File: config.mk
export PLATFORM = sky130hd
export DESIGN_NAME = erx_top
export DESIGN_NICKNAME = d
export VERILOG_FILES = /design/src/source/erx_pkg.sv /design/src/source/erx_deser.sv /design/src/source/erx_protocol.sv /design/src/source/erx_remap.sv /design/src/source/erx_top.sv
export SDC_FILE = /design/constraint.sdc
export NUM_CORES = 1
export LEC_CHECK = 0
export ABC_CLOCK_PERIOD_IN_PS = 10100
export BUFFER_PORTS_ARGS = -buffer_cell sky130_fd_sc_hd__buf_4
export CORE_ASPECT_RATIO = 0.7
export CORE_MARGIN = 8
export CORE_UTILIZATION = 45
export CTS_CLUSTER_DIAMETER = 30
export CTS_CLUSTER_SIZE = 14
export DETAILED_ROUTE_END_ITERATION = 16
export PLACE_DENSITY_LB_ADDON = 0.2
export RECOVER_POWER = 100
export SYNTH_ARGS = -nofsm -noshare
export SYNTH_HDL_FRONTEND = slang
export SYNTH_SLANG_ARGS = --single-unit
File: constraint.sdc
create_clock -name clk -period 10.1 [get_ports clk]
set_clock_uncertainty 0.15 [all_clocks]
set_input_delay 1.515 -clock clk [delete_from_list [all_inputs] [get_ports clk]]
set_output_delay 1.515 -clock clk [all_outputs]
set_load 0.02 [all_outputs]
File: src/source/erx_pkg.sv
// eLink RX shared definitions
// Packet layout, link framing constants and the deserializer state type

package erx_pkg;

  // Transaction widths
  localparam int AW = 32;
  localparam int DW = 32;
  localparam int PW = 104;

  // Field positions in the 104-bit packet
  localparam int WRITE_BIT = 0;
  localparam int DMODE_LSB = 1;   // datamode 2..1
  localparam int DMODE_W   = 2;
  localparam int CTRL_LSB  = 3;   // ctrlmode 7..3
  localparam int CTRL_W    = 5;
  localparam int DST_LSB   = 8;   // dstaddr 39..8
  localparam int DATA_LSB  = 40;  // data 71..40
  localparam int SRC_LSB   = 72;  // srcaddr 103..72
  localparam int NIB_LSB   = DST_LSB + AW - 4;  // dstaddr 31..28

  // Header byte on the wire is {write, datamode, ctrlmode}
  localparam int HDR_WRITE_BIT = 7;
  localparam int HDR_DMODE_LSB = 5;  // Bits 6..5
  localparam int HDR_CTRL_LSB  = 0;  // Bits 4..0

  // Framing
  localparam int HDR_BYTES   = 13;  // Header byte, dstaddr, data, srcaddr
  localparam int BURST_BYTES = 8;   // data, srcaddr
  localparam int SHIFT_W     = (HDR_BYTES - 1) * 8;  // Payload bytes after header byte

  // Burst address step
  localparam logic [AW-1:0] BURST_STRIDE = 32'd8;

  // Local chip id, compared against dstaddr 31..20
  localparam logic [11:0] CHIP_ID = 12'h36C;

  // Region remap of the dstaddr top nibble
  localparam logic [3:0] REMAP_SEL  = 4'h3;
  localparam logic [3:0] REMAP_BASE = 4'hA;

  // Deserializer FSM
  typedef enum logic [1:0] {
    IDLE,    // Waiting for frame, next byte is header
    HEADER,  // Collecting dstaddr, data, srcaddr
    BURST    // Collecting data, srcaddr continuation groups
  } deser_state_t;

endpackage

File: src/source/erx_deser.sv
`timescale 1ns/1ns
// eLink RX frame deserializer
// Collects framed bytes into raw transactions, one header group then bursts

module erx_deser import erx_pkg::*; (
  input  logic          clk,
  input  logic          arst_n,
  input  logic          frame,      // High for the whole frame
  input  logic [7:0]    data,       // One byte per clk
  output logic          rx_access,  // Group complete, one cycle
  output logic          rx_burst,   // Continuation group
  output logic [PW-1:0] rx_packet
);

  deser_state_t state;
  logic [3:0] byte_cnt;  // Payload bytes taken in current group
  logic [7:0] hdr_byte;  // Saved for burst groups
  logic [SHIFT_W-1:0] shift_q;
  logic [SHIFT_W-1:0] shift_next;
  logic last_hdr;
  logic last_burst;
  logic [PW-1:0] pkt;

  // MSB first per field, newest byte at the bottom
  assign shift_next = {shift_q[SHIFT_W-9:0], data};

  // Byte sampled this edge closes a group
  assign last_hdr = frame && (state == HEADER) &&
                    (byte_cnt == 4'(HDR_BYTES - 2));
  assign last_burst = frame && (state == BURST) &&
                      (byte_cnt == 4'(BURST_BYTES - 1));

  // Map shifted bytes into packet fields
  always_comb begin
    pkt = '0;
    pkt[WRITE_BIT] = hdr_byte[HDR_WRITE_BIT];
    pkt[DMODE_LSB +: DMODE_W] = hdr_byte[HDR_DMODE_LSB +: DMODE_W];
    pkt[CTRL_LSB +: CTRL_W] = hdr_byte[HDR_CTRL_LSB +: CTRL_W];
    // Burst groups carry no address
    if (state == HEADER) begin
      pkt[DST_LSB +: AW] = shift_next[AW+DW +: AW];
    end
    pkt[DATA_LSB +: DW] = shift_next[AW +: DW];
    pkt[SRC_LSB +: AW] = shift_next[0 +: AW];
  end

  // Control FSM
  always_ff @(posedge clk or negedge arst_n) begin
    if (!arst_n) begin
      state <= IDLE;
      byte_cnt <= '0;
      rx_access <= 1'b0;
      rx_burst <= 1'b0;
    end else begin
      rx_access <= last_hdr || last_burst;
      rx_burst <= last_burst;
      if (!frame) begin
        // Frame end, partial group is dropped
        state <= IDLE;
        byte_cnt <= '0;
      end else begin
        case (state)
          IDLE: begin
            state <= HEADER;  // This byte is the header byte
            byte_cnt <= '0;
          end
          HEADER: begin
            if (last_hdr) begin
              state <= BURST;
              byte_cnt <= '0;
            end else begin
              byte_cnt <= byte_cnt + 4'd1;
            end
          end
          BURST: begin
            if (last_burst) begin
              byte_cnt <= '0;  // Next continuation group
            end else begin
              byte_cnt <= byte_cnt + 4'd1;
            end
          end
          default: state <= IDLE;
        endcase
      end
    end
  end

  // Byte capture and packet output
  always_ff @(posedge clk) begin
    if (frame) begin
      shift_q <= shift_next;
    end
    if (frame && state == IDLE) begin
      hdr_byte <= data;
    end
    if (last_hdr || last_burst) begin
      rx_packet <= pkt;
    end
  end

  // One group per pulse, groups are many bytes apart
  a_access_single: assert property (
    @(posedge clk) disable iff (!arst_n) rx_access |=> !rx_access
  );

  // Burst flag qualifies a pulse only
  a_burst_with_access: assert property (
    @(posedge clk) disable iff (!arst_n) rx_burst |-> rx_access
  );

endmodule

File: src/source/erx_protocol.sv
`timescale 1ns/1ns
// eLink RX protocol block
// Gates traffic by enable, rebuilds burst addresses, flags local traffic

module erx_protocol import erx_pkg::*; (
  input  logic          clk,
  input  logic          arst_n,
  input  logic          rx_enable,     // Receiver enable
  input  logic          rx_access,
  input  logic          rx_burst,
  input  logic [PW-1:0] rx_packet,
  output logic          erx_access,
  output logic [PW-1:0] erx_packet,
  output logic          remap_bypass   // Local address, skip remap
);

  logic [AW-1:0] dst_q;     // Last destination address
  logic [AW-1:0] dst_next;
  logic          is_local;
  logic [PW-1:0] pkt;

  // Header loads the address, bursts step from the last one
  always_comb begin
    if (rx_burst) begin
      dst_next = dst_q + BURST_STRIDE;
    end else begin
      dst_next = rx_packet[DST_LSB +: AW];
    end
  end

  assign is_local = (dst_next[AW-1 -: $bits(CHIP_ID)] == CHIP_ID);

  // Completed packet with rebuilt dstaddr
  always_comb begin
    pkt = rx_packet;
    pkt[DST_LSB +: AW] = dst_next;
  end

  // Address tracking and pulse
  always_ff @(posedge clk or negedge arst_n) begin
    if (!arst_n) begin
      dst_q <= '0;
      erx_access <= 1'b0;
      remap_bypass <= 1'b0;
    end else begin
      if (rx_access) begin
        dst_q <= dst_next;  // Tracked even when disabled
      end
      erx_access <= rx_access && rx_enable;
      remap_bypass <= rx_access && rx_enable && is_local;
    end
  end

  // Payload register
  always_ff @(posedge clk) begin
    if (rx_access) begin
      erx_packet <= pkt;
    end
  end

  // Nothing leaves while the receiver is off
  a_enable_gate: assert property (
    @(posedge clk) disable iff (!arst_n)
    erx_access |-> $past(rx_enable) && $past(rx_access)
  );

endmodule

File: src/source/erx_remap.sv
`timescale 1ns/1ns
// eLink RX address remap
// Rewrites the dstaddr region nibble and registers the final transaction

module erx_remap import erx_pkg::*; (
  input  logic          clk,
  input  logic          arst_n,
  input  logic          erx_access,
  input  logic [PW-1:0] erx_packet,
  input  logic          remap_bypass,
  output logic          out_access,
  output logic [PW-1:0] out_packet
);

  logic [3:0]    dst_nib;
  logic          do_remap;
  logic [PW-1:0] pkt;

  assign dst_nib = erx_packet[NIB_LSB +: 4];
  assign do_remap = !remap_bypass && (dst_nib == REMAP_SEL);

  // Only the region nibble changes
  always_comb begin
    pkt = erx_packet;
    if (do_remap) begin
      pkt[NIB_LSB +: 4] = REMAP_BASE;
    end
  end

  always_ff @(posedge clk or negedge arst_n) begin
    if (!arst_n) begin
      out_access <= 1'b0;
    end else begin
      out_access <= erx_access;  // One cycle pulse
    end
  end

  always_ff @(posedge clk) begin
    if (erx_access) begin
      out_packet <= pkt;
    end
  end

endmodule

File: src/source/erx_top.sv
`timescale 1ns/1ns
// eLink RX receive path
// Deserializer, protocol decode and remap in series

module erx_top import erx_pkg::*; (
  input  logic          clk,
  input  logic          arst_n,
  input  logic          rx_enable,   // Receiver enable
  input  logic          frame,       // Frame level
  input  logic [7:0]    data,        // Link byte
  output logic          out_access,  // Transaction pulse
  output logic [PW-1:0] out_packet
);

  // Deserializer to protocol
  logic          rx_access;
  logic          rx_burst;
  logic [PW-1:0] rx_packet;

  // Protocol to remap
  logic          erx_access;
  logic [PW-1:0] erx_packet;
  logic          remap_bypass;

  erx_deser i_erx_deser (
    .clk       (clk),
    .arst_n    (arst_n),
    .frame     (frame),
    .data      (data),
    .rx_access (rx_access),
    .rx_burst  (rx_burst),
    .rx_packet (rx_packet)
  );

  erx_protocol i_erx_protocol (
    .clk          (clk),
    .arst_n       (arst_n),
    .rx_enable    (rx_enable),
    .rx_access    (rx_access),
    .rx_burst     (rx_burst),
    .rx_packet    (rx_packet),
    .erx_access   (erx_access),
    .erx_packet   (erx_packet),
    .remap_bypass (remap_bypass)
  );

  erx_remap i_erx_remap (
    .clk          (clk),
    .arst_n       (arst_n),
    .erx_access   (erx_access),
    .erx_packet   (erx_packet),
    .remap_bypass (remap_bypass),
    .out_access   (out_access),
    .out_packet   (out_packet)
  );

endmodule

==> run summary <==
Most Crowded Layer GR = met2
Max Fclk = 161 MHz
Syn. warnings = 0
#FFs+latches synth = 451
Worst r2r src = i_erx_deser.rx_access$_DFF_PN0_
Worst-Margin Slew = 3770 ps
Die area = 39900 µm²
CTS root buffer = clkbuf_16
Final HPWL DP = 14100 µm
Core area = 33400 µm²
Nature of the critical path endpoint = flop
Port bufs = 116
M3 GR Usage = 0.0375
Count leader, synth = edfxtp_1
Fin nets = 916
Router iterations before antenna repair = 5
WL final = 24400 µm
Number of global-route vias before repair = 7026
EDFF count, synth = 408
Crit path capture = i_erx_deser.hdr_byte[1]$_DFFE_PP_
# IOs = 117
Met1 Use GR = 0.170
Max FO, Critical Path = 57
Initial antenna violation count = 0
Slew headroom = -1.51
Clk pin slew, worst setup/hold paths = 60 ps
Power density cells = 235 nW/µm²
Critical path class = in -> reg
Mapped cell area = 15200 µm²
Starting density of the core = 0.455
Ant diodes = 0
Area leader, netlist = edfxtp_1
Final hold vios = 0
GRT met2 Usage = 0.182
Final Setup Violations = 0
Main synth FF type = edfxtp_1
Detail Route Antenna Nets = 0
DR WL/cell = 17.7 µm
Die X = 235 µm
Post-CTS Repair Setup Buffers = 0
Routability cong. = 0.740
Seq/Total Area, Yosys = 0.878
Synth cell types = 46
Max Root-Sink Buffers = 3
Synth top cells by count = edfxtp_1 (408), dfrtp_1 (43), nor2_1 (38)
Detailed-route DRC error count = 0
DRT iter0 DRCs = 410
Max-capacitance violation count = 8
Rows = 56
Async set-reset flop share out of synthesis = 0.0953
Overall Power = 0.00428 W
Hold WC Path Type = reg -> reg
DR vias = 6761
Vias/cell = 4.89
Clock Latency Late Sink = 540 ps
Max-slew violations = 457
Area of the multi-input gates = 1720 µm²
Outcome = finished with violations
Arr. time, crit path = 6230 ps
Worst hold stages = 0
GRT Util Overall = 0.123
Worst setup startpoint = frame
Fill count = 2646
Flop2flop setup slack = 4220 ps
Crit start category = input pin
RSZ-0062 raised after global routing = no
Synth top area cells = edfxtp_1 (81%), dfrtp_1 (7.1%), mux2_2 (2.5%)
Grt total ovfl = 0
Required @ worst endpoint = 10130 ps
First-pass GRT wire length = 38700 µm
Clock sink count = 451
Min Tclk post-route = 6200 ps
Failing checks = max-capacitance violations, max-slew violations
Largest net degree at the start of global routing = 74
Static Leakage = 6.15 nW
Top cell type's share of synthesized area = 0.807
Worst vdd ir = 0.149 mV
H-tree levels = 3
Synth-to-layout area growth = 20.2%
R2r endpoint = i_erx_protocol.dst_q[1]$_DFFE_PN0P_
CTS tree = built
Post-Syn Instances = 728
Hold buffers post-CTS = 0
Die height = 170 µm
Post-CTS sizing = 0
Setup TNS = 0 ps
Crit share post-route = 0.614
Syn avg cell area = 20.8 µm²
Reg2Reg Depth = 2
Synthesized Nets = 746
Num CTS Buffers = 67
Share of layout cells above drive strength 1 = 0.156
Sequential cell area = 13300 µm²
## per-layer routing
layer / part of all wire / vias to the layer above
met5: 0 / -
met2: 0.45 / 162
met4: 0.024 / 0
li1: - / 3192
met1: 0.47 / 3354
met3: 0.054 / 53
## final cells by class
| class | count | area share |
|---|---|---|
| Clock buffer | 77 | 0.0951 |
| Clock inverter | 41 | 0.0233 |
| Inverter | 7 | 0.00144 |
| Multi-Input combinational cell | 250 | 0.0944 |
| Sequential cell | 451 | 0.731 |
| Tap cell | 435 | 0.0298 |
| Timing Repair Buffer | 121 | 0.0253 |
## metrics by stage
stage               hold slack, ps  cell area (µm²)  worst slack (ps)  cells  utilization
finish                         263            18200              3900   1382        0.547
floorplan                      250            15200              2890    728            -
detailed placement             255            16600              5330   1264        0.496
global placement               251            16600              5380   1264        0.496
global route                   270            18200              3400   1382        0.547
CTS                            264            18700              5920   1382        0.561
## worst max-delay path, stage by stage
cell      delay (ps)
clkbuf_1        2140
clkbuf_1        1780
and2_0           720
## how the worst min path moves through the flow
| stage | start | to | slack (ps) |
|---|---|---|---|
| after floorplan | i_erx_deser.hdr_byte[7]$_DFFE_PP_ | i_erx_deser.rx_packet[0]$_DFFE_PP_ | 250 |
| after global placement | i_erx_deser.rx_packet[47]$_DFFE_PP_ | i_erx_protocol.erx_packet[47]$_DFFE_PP_ | 250 |
| after detailed placement | i_erx_deser.rx_packet[78]$_DFFE_PP_ | i_erx_protocol.erx_packet[78]$_DFFE_PP_ | 250 |
| after CTS | i_erx_deser.rx_packet[78]$_DFFE_PP_ | i_erx_protocol.erx_packet[78]$_DFFE_PP_ | 260 |
| after global routing | i_erx_deser.rx_packet[78]$_DFFE_PP_ | i_erx_protocol.erx_packet[78]$_DFFE_PP_ | 270 |
| final | i_erx_deser.rx_packet[78]$_DFFE_PP_ | i_erx_protocol.erx_packet[78]$_DFFE_PP_ | 260 |
## state kept, by name, summed over array words and instances (netlist names)
signal and cells:
i_erx_deser.rx_packet 104, i_erx_deser.rx_burst 1, i_erx_deser.shift_q 88, i_erx_protocol.erx_access 1
i_erx_remap.out_access 1, i_erx_deser.byte_cnt 4, i_erx_deser.rx_access 1, i_erx_protocol.remap_bypass 1
i_erx_deser.hdr_byte 8, i_erx_protocol.dst_q 32, i_erx_protocol.erx_packet 104, i_erx_remap.out_packet 104
i_erx_deser.state 2
## power breakdown
group	internal [W]	total (W)	switching, W	leakage (nW)
Sequential	0.00206	0.00207	0.0000103	4.35
Combinational	0.00000859	0.0000346	0.0000260	0.755
Clock	0.00139	0.00218	0.000790	1.05
## cells in the final DEF, fill, tap and decap left out, types with 3 or more instances in the layout
| master | instances |
|---|---|
| nor2b_1 | 3 |
| bufinv_16 | 6 |
| xnor2_1 | 9 |
| inv_6 | 4 |
| and2_1 | 9 |
| o31ai_1 | 6 |
| clkinv_1 | 3 |
| a21oi_1 | 17 |
| mux2_1 | 3 |
| o21ai_0 | 8 |
| a31oi_1 | 11 |
| and2_0 | 25 |
| clkbuf_1 | 128 |
| xor2_1 | 8 |
| or3_1 | 5 |
| clkinv_2 | 13 |
| edfxtp_1 | 408 |
| inv_1 | 7 |
| nand3_1 | 16 |
| or4_4 | 4 |
| clkinv_4 | 9 |
| dfrtp_1 | 42 |
| clkbuf_16 | 68 |
| clkinvlp_4 | 5 |
| mux2_2 | 31 |
| or4_1 | 4 |
| ha_1 | 6 |
| nand2_1 | 16 |
| nor2_1 | 38 |
| nand4_1 | 5 |
## logic make-up (layout without fill, tap and decap cells)
kind of cell | count (synthesis) | after routing | synth area share
flops | 451 | 451 | 0.878
simple gates | 138 | 138 | 0.0500
compound gates | 54 | 54 | 0.0234
mux | 35 | 35 | 0.0259
buf+inv | 27 | 246 | 0.00767
xor+xnor | 17 | 17 | 0.00981
fa+ha+maj | 6 | 6 | 0.00495
No activity file was read; power rests on OpenSTA's default activity.
